--- src/wb_intercon_cfg.svh ---
`ifndef WB_INTERCON_CFG_SVH
`define WB_INTERCON_CFG_SVH

// Bus widths
`define WB_ADR_W         22
`define WB_DAT_W         32
// Byte address width inside one 4 KB target window
`define WB_LOC_ADR_W     12

`define WB_N_MASTERS     4
`define WB_N_TARGETS     4

// Decode compares bits 13:12 only and ignores bits 21:14
`define WB_TGT_MASK      22'h003000
`define WB_BASE_ID       22'h000000
`define WB_BASE_SHIFT    22'h001000
`define WB_BASE_LINK     22'h002000
`define WB_BASE_HSK      22'h003000

// Words per register file, word 0 being the identity word
`define WB_REG_WORDS     8
// Identity of target 0; the other targets count up from it
`define WB_ID_VALUE_BASE 32'h1D000000

`endif

--- src/wb_bus_pkg.sv ---
`default_nettype none

`include "wb_intercon_cfg.svh"

package wb_bus_pkg;

    typedef logic [`WB_ADR_W-1:0]     adr_t;
    typedef logic [`WB_LOC_ADR_W-1:0] loc_adr_t;
    typedef logic [`WB_DAT_W-1:0]     dat_t;
    typedef logic [`WB_DAT_W/8-1:0]   sel_t;

    // Completion of one transfer as seen on the bus
    typedef enum logic [1:0] {
        resp_none = 2'd0,
        resp_ack  = 2'd1,
        resp_err  = 2'd2
    } resp_e;

endpackage

`default_nettype wire

--- src/wb_map_pkg.sv ---
`default_nettype none

package wb_map_pkg;

    // Bus masters in arbiter index order
    typedef enum logic [1:0] {
        mst_gtp = 2'd0,
        mst_ctl = 2'd1,
        mst_dbg = 2'd2,
        mst_ser = 2'd3
    } master_e;

    // Targets in decode window order
    typedef enum logic [1:0] {
        tgt_id_ctrl = 2'd0,
        tgt_shift   = 2'd1,
        tgt_link    = 2'd2,
        tgt_hsk     = 2'd3
    } target_e;

    typedef enum logic {arb_idle, arb_owned} arb_state_e;

    typedef enum logic {tgt_st_wait, tgt_st_respond} tgt_state_e;

endpackage

`default_nettype wire

--- src/wb_arbiter.sv ---
`timescale 1ns/100ps
`default_nettype none

`include "wb_intercon_cfg.svh"

module wb_arbiter (
    input  logic                     clk_i,
    input  logic                     rst_n_i,
    input  logic [`WB_N_MASTERS-1:0] req_i,
    output logic [`WB_N_MASTERS-1:0] gnt_o
);

    localparam int PTR_W = $clog2(`WB_N_MASTERS);

    wb_map_pkg::arb_state_e   state_q;
    logic [PTR_W-1:0]         ptr_q;
    logic [PTR_W-1:0]         winner;
    logic [`WB_N_MASTERS-1:0] win_vec;
    logic                     found;

    // Search starts at the master after the last owner and wraps
    always_comb begin : pick
        logic [PTR_W-1:0] idx;
        winner  = ptr_q;
        found   = 1'b0;
        win_vec = '0;
        for (int k = 0; k < `WB_N_MASTERS; k++) begin
            idx = ptr_q + PTR_W'(k);
            if (!found && req_i[idx]) begin
                winner = idx;
                found  = 1'b1;
            end
        end
        win_vec[winner] = found;
    end

    always_ff @(posedge clk_i or negedge rst_n_i) begin
        if (!rst_n_i) begin
            state_q <= wb_map_pkg::arb_idle;
            ptr_q   <= '0;
            gnt_o   <= '0;
        end else begin
            case (state_q)
                wb_map_pkg::arb_idle: begin
                    if (found) begin
                        state_q <= wb_map_pkg::arb_owned;
                        gnt_o   <= win_vec;
                        ptr_q   <= winner + PTR_W'(1);
                    end
                end
                wb_map_pkg::arb_owned: begin
                    // Owner ends its bus cycle by dropping cyc
                    if (!(|(req_i & gnt_o))) begin
                        state_q <= wb_map_pkg::arb_idle;
                        gnt_o   <= '0;
                    end
                end
                default: state_q <= wb_map_pkg::arb_idle;
            endcase
        end
    end

    a_gnt_onehot: assert property (@(posedge clk_i) disable iff (!rst_n_i)
        $onehot0(gnt_o));

    a_gnt_held: assert property (@(posedge clk_i) disable iff (!rst_n_i)
        (|(req_i & gnt_o)) |=> $stable(gnt_o));

endmodule

`default_nettype wire

--- src/wb_master_mux.sv ---
`timescale 1ns/100ps
`default_nettype none

`include "wb_intercon_cfg.svh"

module wb_master_mux (
    input  logic [`WB_N_MASTERS-1:0]                   gnt_i,
    input  logic [`WB_N_MASTERS-1:0]                   cyc_i,
    input  logic [`WB_N_MASTERS-1:0]                   stb_i,
    input  logic [`WB_N_MASTERS-1:0]                   we_i,
    input  wb_bus_pkg::adr_t [`WB_N_MASTERS-1:0]       adr_i,
    input  wb_bus_pkg::dat_t [`WB_N_MASTERS-1:0]       dat_i,
    input  wb_bus_pkg::sel_t [`WB_N_MASTERS-1:0]       sel_i,
    output logic [`WB_N_MASTERS-1:0]                   ack_o,
    output logic [`WB_N_MASTERS-1:0]                   err_o,
    output wb_bus_pkg::dat_t [`WB_N_MASTERS-1:0]       dat_o,
    output logic                                       bus_cyc_o,
    output logic                                       bus_stb_o,
    output logic                                       bus_we_o,
    output wb_bus_pkg::adr_t                           bus_adr_o,
    output wb_bus_pkg::dat_t                           bus_dat_o,
    output wb_bus_pkg::sel_t                           bus_sel_o,
    input  wb_bus_pkg::resp_e                          bus_resp_i,
    input  wb_bus_pkg::dat_t                           bus_dat_i
);

    wb_map_pkg::master_e mst_idx;

    function automatic wb_map_pkg::master_e gnt_to_idx(input logic [`WB_N_MASTERS-1:0] gnt);
        wb_map_pkg::master_e idx;
        idx = wb_map_pkg::mst_gtp;
        for (int m = 0; m < `WB_N_MASTERS; m++) begin
            if (gnt[m]) begin
                idx = wb_map_pkg::master_e'(m);
            end
        end
        return idx;
    endfunction

    assign mst_idx = gnt_to_idx(gnt_i);

    // Strobes are gated by the grant so an idle arbiter leaves the bus quiet
    assign bus_cyc_o = |(cyc_i & gnt_i);
    assign bus_stb_o = |(stb_i & gnt_i);
    assign bus_we_o  = we_i[mst_idx];
    assign bus_adr_o = adr_i[mst_idx];
    assign bus_dat_o = dat_i[mst_idx];
    assign bus_sel_o = sel_i[mst_idx];

    // Only the owner sees the response
    assign ack_o = {`WB_N_MASTERS{bus_resp_i == wb_bus_pkg::resp_ack}} & gnt_i;
    assign err_o = {`WB_N_MASTERS{bus_resp_i == wb_bus_pkg::resp_err}} & gnt_i;

    always_comb begin
        for (int m = 0; m < `WB_N_MASTERS; m++) begin
            dat_o[m] = gnt_i[m] ? bus_dat_i : '0;
        end
    end

endmodule

`default_nettype wire

--- src/wb_addr_decoder.sv ---
`timescale 1ns/100ps
`default_nettype none

`include "wb_intercon_cfg.svh"

module wb_addr_decoder (
    input  logic                                       clk_i,
    input  logic                                       rst_n_i,
    input  logic                                       bus_cyc_i,
    input  logic                                       bus_stb_i,
    input  wb_bus_pkg::adr_t                           bus_adr_i,
    output wb_bus_pkg::resp_e                          bus_resp_o,
    output wb_bus_pkg::dat_t                           bus_dat_o,
    output logic [`WB_N_TARGETS-1:0]                   tgt_cyc_o,
    output logic [`WB_N_TARGETS-1:0]                   tgt_stb_o,
    output wb_bus_pkg::loc_adr_t                       tgt_adr_o,
    input  wb_bus_pkg::resp_e [`WB_N_TARGETS-1:0]      tgt_resp_i,
    input  wb_bus_pkg::dat_t [`WB_N_TARGETS-1:0]       tgt_dat_i
);

    // Window bases in target index order
    localparam wb_bus_pkg::adr_t BASE [`WB_N_TARGETS] = '{
        `WB_BASE_ID,
        `WB_BASE_SHIFT,
        `WB_BASE_LINK,
        `WB_BASE_HSK
    };
    localparam wb_bus_pkg::adr_t MASK = `WB_TGT_MASK;

    logic [`WB_N_TARGETS-1:0] hit;
    wb_map_pkg::target_e      tgt_idx;

    always_comb begin
        for (int t = 0; t < `WB_N_TARGETS; t++) begin
            hit[t] = ((bus_adr_i & MASK) == BASE[t]);
        end
    end

    always_comb begin
        tgt_idx = wb_map_pkg::tgt_id_ctrl;
        for (int t = 0; t < `WB_N_TARGETS; t++) begin
            if (hit[t]) begin
                tgt_idx = wb_map_pkg::target_e'(t);
            end
        end
    end

    assign tgt_cyc_o = {`WB_N_TARGETS{bus_cyc_i}} & hit;
    assign tgt_stb_o = {`WB_N_TARGETS{bus_stb_i}} & hit;
    // Upper bits are dropped so every shadow alias lands on the same word
    assign tgt_adr_o = bus_adr_i[`WB_LOC_ADR_W-1:0];

    assign bus_resp_o = tgt_resp_i[tgt_idx];
    assign bus_dat_o  = tgt_dat_i[tgt_idx];

    a_one_target: assert property (@(posedge clk_i) disable iff (!rst_n_i)
        bus_cyc_i |-> $onehot(hit));

endmodule

`default_nettype wire

--- src/wb_reg_target.sv ---
`timescale 1ns/100ps
`default_nettype none

`include "wb_intercon_cfg.svh"

module wb_reg_target #(
    parameter wb_bus_pkg::dat_t ID_VALUE  = '0,
    parameter int               REG_WORDS = `WB_REG_WORDS
) (
    input  logic                 clk_i,
    input  logic                 rst_n_i,
    input  logic                 cyc_i,
    input  logic                 stb_i,
    input  logic                 we_i,
    input  wb_bus_pkg::loc_adr_t adr_i,
    input  wb_bus_pkg::dat_t     dat_i,
    input  wb_bus_pkg::sel_t     sel_i,
    output wb_bus_pkg::resp_e    resp_o,
    output wb_bus_pkg::dat_t     dat_o
);

    localparam int IDX_W = `WB_LOC_ADR_W - 2;

    wb_map_pkg::tgt_state_e state_q;
    wb_bus_pkg::resp_e      resp_q;
    wb_bus_pkg::dat_t       dat_q;
    wb_bus_pkg::dat_t       regs_q [1:REG_WORDS-1];
    wb_bus_pkg::dat_t       rd_word;
    logic [IDX_W-1:0]       word_idx;
    logic                   strobe;
    logic                   in_range;
    logic                   bad;

    // Byte address to word index
    assign word_idx = adr_i[`WB_LOC_ADR_W-1:2];
    assign strobe   = cyc_i && stb_i;
    assign in_range = (word_idx < IDX_W'(REG_WORDS));
    // Identity word is read only
    assign bad      = !in_range || (we_i && (word_idx == '0));

    always_comb begin
        rd_word = ID_VALUE;
        for (int w = 1; w < REG_WORDS; w++) begin
            if (word_idx == IDX_W'(w)) begin
                rd_word = regs_q[w];
            end
        end
    end

    always_ff @(posedge clk_i or negedge rst_n_i) begin
        if (!rst_n_i) begin
            state_q <= wb_map_pkg::tgt_st_wait;
            resp_q  <= wb_bus_pkg::resp_none;
            dat_q   <= '0;
            for (int w = 1; w < REG_WORDS; w++) begin
                regs_q[w] <= '0;
            end
        end else if (state_q == wb_map_pkg::tgt_st_wait) begin
            if (strobe) begin
                state_q <= wb_map_pkg::tgt_st_respond;
                resp_q  <= bad ? wb_bus_pkg::resp_err : wb_bus_pkg::resp_ack;
                dat_q   <= (!we_i && in_range) ? rd_word : '0;
                for (int w = 1; w < REG_WORDS; w++) begin
                    for (int b = 0; b < `WB_DAT_W / 8; b++) begin
                        if (we_i && (word_idx == IDX_W'(w)) && sel_i[b]) begin
                            regs_q[w][8*b +: 8] <= dat_i[8*b +: 8];
                        end
                    end
                end
            end
        end else begin
            // Master drops its strobe while the response is out
            state_q <= wb_map_pkg::tgt_st_wait;
            resp_q  <= wb_bus_pkg::resp_none;
            dat_q   <= '0;
        end
    end

    assign resp_o = resp_q;
    assign dat_o  = dat_q;

    a_resp_after_strobe: assert property (@(posedge clk_i) disable iff (!rst_n_i)
        (resp_o != wb_bus_pkg::resp_none) |-> $past(strobe));

endmodule

`default_nettype wire

--- src/wb_intercon_top.sv ---
`timescale 1ns/100ps
`default_nettype none

`include "wb_intercon_cfg.svh"

module wb_intercon_top (
    input  logic                                 clk_i,
    input  logic                                 rst_n_i,
    input  logic [`WB_N_MASTERS-1:0]             m_cyc_i,
    input  logic [`WB_N_MASTERS-1:0]             m_stb_i,
    input  logic [`WB_N_MASTERS-1:0]             m_we_i,
    input  wb_bus_pkg::adr_t [`WB_N_MASTERS-1:0] m_adr_i,
    input  wb_bus_pkg::dat_t [`WB_N_MASTERS-1:0] m_dat_i,
    input  wb_bus_pkg::sel_t [`WB_N_MASTERS-1:0] m_sel_i,
    output logic [`WB_N_MASTERS-1:0]             m_ack_o,
    output logic [`WB_N_MASTERS-1:0]             m_err_o,
    output wb_bus_pkg::dat_t [`WB_N_MASTERS-1:0] m_dat_o
);

    logic [`WB_N_MASTERS-1:0]                 gnt;
    logic                                     bus_cyc;
    logic                                     bus_stb;
    logic                                     bus_we;
    wb_bus_pkg::adr_t                         bus_adr;
    wb_bus_pkg::dat_t                         bus_wdat;
    wb_bus_pkg::sel_t                         bus_sel;
    wb_bus_pkg::resp_e                        bus_resp;
    wb_bus_pkg::dat_t                         bus_rdat;
    logic [`WB_N_TARGETS-1:0]                 tgt_cyc;
    logic [`WB_N_TARGETS-1:0]                 tgt_stb;
    wb_bus_pkg::loc_adr_t                     tgt_adr;
    wb_bus_pkg::resp_e [`WB_N_TARGETS-1:0]    tgt_resp;
    wb_bus_pkg::dat_t [`WB_N_TARGETS-1:0]     tgt_rdat;

    // A master requests the bus by raising cyc
    wb_arbiter u_arbiter (
        .clk_i   (clk_i),
        .rst_n_i (rst_n_i),
        .req_i   (m_cyc_i),
        .gnt_o   (gnt)
    );

    wb_master_mux u_mux (
        .gnt_i      (gnt),
        .cyc_i      (m_cyc_i),
        .stb_i      (m_stb_i),
        .we_i       (m_we_i),
        .adr_i      (m_adr_i),
        .dat_i      (m_dat_i),
        .sel_i      (m_sel_i),
        .ack_o      (m_ack_o),
        .err_o      (m_err_o),
        .dat_o      (m_dat_o),
        .bus_cyc_o  (bus_cyc),
        .bus_stb_o  (bus_stb),
        .bus_we_o   (bus_we),
        .bus_adr_o  (bus_adr),
        .bus_dat_o  (bus_wdat),
        .bus_sel_o  (bus_sel),
        .bus_resp_i (bus_resp),
        .bus_dat_i  (bus_rdat)
    );

    wb_addr_decoder u_decoder (
        .clk_i      (clk_i),
        .rst_n_i    (rst_n_i),
        .bus_cyc_i  (bus_cyc),
        .bus_stb_i  (bus_stb),
        .bus_adr_i  (bus_adr),
        .bus_resp_o (bus_resp),
        .bus_dat_o  (bus_rdat),
        .tgt_cyc_o  (tgt_cyc),
        .tgt_stb_o  (tgt_stb),
        .tgt_adr_o  (tgt_adr),
        .tgt_resp_i (tgt_resp),
        .tgt_dat_i  (tgt_rdat)
    );

    // Write data, we and byte selects go to all targets
    for (genvar t = 0; t < `WB_N_TARGETS; t++) begin : g_tgt
        wb_reg_target #(
            .ID_VALUE  (`WB_ID_VALUE_BASE + t),
            .REG_WORDS (`WB_REG_WORDS)
        ) u_target (
            .clk_i   (clk_i),
            .rst_n_i (rst_n_i),
            .cyc_i   (tgt_cyc[t]),
            .stb_i   (tgt_stb[t]),
            .we_i    (bus_we),
            .adr_i   (tgt_adr),
            .dat_i   (bus_wdat),
            .sel_i   (bus_sel),
            .resp_o  (tgt_resp[t]),
            .dat_o   (tgt_rdat[t])
        );
    end

endmodule

`default_nettype wire

--- config.mk ---
export PLATFORM = sky130hd
export DESIGN_NAME = wb_intercon_top
export DESIGN_NICKNAME = d
export VERILOG_FILES = /design/src/wb_bus_pkg.sv /design/src/wb_map_pkg.sv /design/src/wb_arbiter.sv /design/src/wb_master_mux.sv /design/src/wb_addr_decoder.sv /design/src/wb_reg_target.sv /design/src/wb_intercon_top.sv
export VERILOG_INCLUDE_DIRS = /design/src
export SDC_FILE = /design/constraint.sdc
export NUM_CORES = 2
export LEC_CHECK = 0
export ABC_AREA = 1
export BUFFER_PORTS_ARGS = -buffer_cell sky130_fd_sc_hd__buf_2
export CAP_MARGIN = 20
export CORE_MARGIN = 8
export CORE_UTILIZATION = 40
export CTS_CLUSTER_SIZE = 16
export DETAILED_ROUTE_END_ITERATION = 6
export PLACE_DENSITY = 0.59
export SYNTH_ARGS = -nofsm -noshare
export SYNTH_HDL_FRONTEND = slang
export SYNTH_SLANG_ARGS = --single-unit
--- constraint.sdc ---
create_clock -name clk_i -period 3.3 [get_ports clk_i]
set_input_delay 0.495 -clock clk_i [delete_from_list [all_inputs] [get_ports clk_i]]
set_output_delay 0.495 -clock clk_i [all_outputs]
set_load 0.01 [all_outputs]
==> reports/metrics.csv <==
metric;value;unit
R2R setup slack;0.16;ns
DRT Wirelength;185000;um
CP max FO;7;
Pint;27.8;mW
max-cap check violation count;0;
Crit. End Element;output pin;
Period minus WS final;3.53;ns
Tot GR Track Use;24.7;%
clock share of power;28.7;%
Psw;18.5;mW
GRT Residual Overflow;0;
Hold Startpoint;m_dat_i[123];
sequential fraction of design power;29.4;%
final hold vios;0;
synthesized cell area;50400;um2
initial drt markers;4154;
via count;45600;
power per cell area;735;nW/um2
first-pass GRT wire length;263000;um
ANT nets after route;0;
grt met1 use;34.3;%
Die Span X;371;um
post-route cell area;63100;um2
GR Util met2;38.6;%
placed instance count;8299;
Mapped Nets;6586;
placed cell areas;56400;um2
ys async rst share;100;%
CTS root buf;clkbuf_16;
most area-consuming cells after synthesis;dfrtp_1 52%, nand2_1 13%, o21ai_1 5.9%;
CP Data Arrival Time;3.04;ns
unrepaired setup endpoints after global routing;true;
Hold WS;0.323;ns
Die Ht;371;um
Critical Path RT;2.80;ns
number of synthesized register bits;1043;
worst clock skew;0.0246;ns
WS Path Type;reg -> out;
Wirelength per Cell;21.4;um
number of global-route vias before repair;42700;
Layout Cells excl Fill;8616;
setup tns final;-18.70;ns
post-synthesis cell count;6336;
clk sinks;1043;
Gate power share;41.9;%
total CTS buffers;111;
Tot Pwr;46.4;mW
largest net degree at the start of global routing;91;
DP HPWL;118000;um
GRT busiest layer;met2;
DRC Markers;7;
Nets;7119;
worst skew pair latency;0.71;ns
worst vdd rail ir drop;0.564;mV
fin. max-slew vios;0;
vias per cell;5.30;
Synth Area per Inst;7.95;um2
DR pass1 iterations;7;
CTS tree;yes;
setup slack after layout;-0.235;ns
sequential area share after synthesis;51.8;%
Rows;130;
cell leakage power;31.3;nW
largest area contributor in the netlist;dfrtp_1;
Final Cycle Share;107;%
Reg-to-Reg Start;u_arbiter.gnt_o[2];
clock transition at the registers of the reported paths;0.06;ns
final core utilization;50.3;%
fraction of layout cells with a size suffix above 1;19.3;%
met3 Resource Use GR;4.98;%
Post-synth EDFFs;0;
P&R area growth vs syn;25.2;%
share of the synthesized area in the top cell type;51.8;%
worst-case clock buffer depth;3;
H-tree depth;3;
worst slack at placement;0.0974;ns
Max Freq;0.283;GHz
Port Buffers;341;
run status;complete, but fails checks;
Setup crit start;u_arbiter.gnt_o[2];
worst hold path type;in -> reg;
Switching Fraction;40.0;%
failing checks;DRC, setup timing;
Yosys cell types;45;
critical path launch point type;flip-flop;
top-level port count;382;
setup violators final;132;
Worst-Margin Slew;1.24;ns
initial antenna violation count;6;
Worst slew margin;17.4;%
Yosys warnings;0;
Core Region;125000;um2
die area;138000;um2
placer's final routability congestion estimate;0.868;
Starting Density;40.2;%
Synth Flop Type;dfrtp_1;
-- final timing paths --
kind,to,cells past startpoint
worst min-delay path,g_tgt[0].u_target.regs_q[123],5
worst max register to register,g_tgt[2].u_target.dat_o[29],20
worst min register to register,g_tgt[0].u_target.regs_q[218],2
worst max-delay path,m_dat_o[32],15
min in group asynchronous,g_tgt[2].u_target.regs_q[196],2
max in group asynchronous,g_tgt[1].u_target.regs_q[178],4
-- critical path, cell delays in order, from the launching register on --
cell,delay (ns)
dfrtp_1,0.36
inv_2,0.08
buf_12,0.13
a21oi_4,0.18
nand2_2,0.09
nand3_2,0.09
nand2_4,0.08
buf_6,0.13
nand2_8,0.08
buf_12,0.17
buf_16,0.18
o22a_1,0.15
o221ai_1,0.14
buf_4,0.22
nor2_1,0.09
buf_2,0.14
-- cell families after synthesis --
logic type | count (synthesis) | share of synthesized area (%)
and+or+nand+nor | 2730 | 23.4
adders and majority gates | 4 | 0.0993
DFF | 1043 | 51.8
xor gates and xnor gates | 3 | 0.0521
buffers and inverters | 1107 | 9.07
AOI/OAI and AO/OA | 1449 | 15.6
-- metal layers --
layer	vias up	wire, um
li1	21600	-
met1	21800	79500
met3	343	17000
met2	1883	81100
met4	2	7210
met5	-	11
-- registers in the layout, indices dropped and copies added (netlist names) --
name / cells
u_arbiter.ptr_q: 2
g_tgt.u_target.resp_o: 8
g_tgt.u_target.dat_o: 128
u_arbiter.gnt_o: 4
u_arbiter.state_q: 1
g_tgt.u_target.state_q: 4
g_tgt.u_target.regs_q: 896
-- repair_timing --
item / CTS / global route
cloned: 4 / 28
setup buffers: 30 / 51
hold endpoints to repair: 49 / 0
endpoints found under the setup margin: 136 / 1135
resized for setup: 145 / 141
pin swaps: 15 / 56
hold buffers: 1 / 0
-- power groups by stage --
stage	Clock [mW]	Combinational (mW)	Sequential [mW]
global placement	0	15.7	13.8
floorplan	0	7.60	13.7
global route	13.9	20.4	13.7
detailed placement	0	15.8	13.9
finish	13.3	19.4	13.7
CTS	13.5	17.6	13.6
-- Yosys cell counts (2+ instances only) --
| master | count |
|---|---|
| nor2_1 | 354 |
| buf_4 | 17 |
| a21oi_1 | 253 |
| buf_6 | 22 |
| nand2_1 | 1771 |
| nor3_1 | 36 |
| a22o_1 | 2 |
| nand4_1 | 155 |
| nor2_2 | 20 |
| nand2_4 | 6 |
| buf_2 | 139 |
| nand3b_1 | 6 |
| o21ai_0 | 453 |
| inv_1 | 673 |
| ha_1 | 4 |
| nand2_8 | 3 |
| clkbuf_1 | 222 |
| o31ai_1 | 2 |
| inv_4 | 4 |
| clkinv_1 | 5 |
| nand3_4 | 6 |
| nor2_8 | 10 |
| nand3_1 | 247 |
| or2_2 | 17 |
| o211ai_1 | 6 |
| a221oi_2 | 32 |
| inv_2 | 9 |
| dfrtp_1 | 1043 |
| o221ai_1 | 23 |
| nand2_2 | 71 |
| o22ai_1 | 64 |
| nor2_4 | 24 |
| a22oi_1 | 3 |
| o21ai_1 | 596 |
| buf_1 | 15 |
| nor4_1 | 2 |
| o22a_1 | 11 |
| xor2_1 | 3 |
-- area by class of cell --
class / count / area, um2
multi-input combinational: 4186 / 20700
timing repair buffer: 836 / 7670
inverter: 691 / 2640
clock inverter: 35 / 443
antenna: 1 / 2.50
tap: 1650 / 2060
fill: 11900 / 62300
clock buffer: 174 / 3470
sequential: 1043 / 26100
-- cells in the final DEF (no fill, tap or decap), drive strengths merged, types with 4 or more instances in the layout --
cell / count
a21oi: 254
a221oi: 32
buf: 812
bufinv: 10
clkbuf: 197
clkinv: 26
dfrtp: 1043
ha: 4
inv: 689
nand2: 1851
nand3: 253
nand3b: 6
nand4: 155
nor2: 408
nor3: 36
o211ai: 7
o21ai: 1050
o221ai: 23
o22a: 11
o22ai: 64
or2: 18
Power figures use the tool's default switching activity.
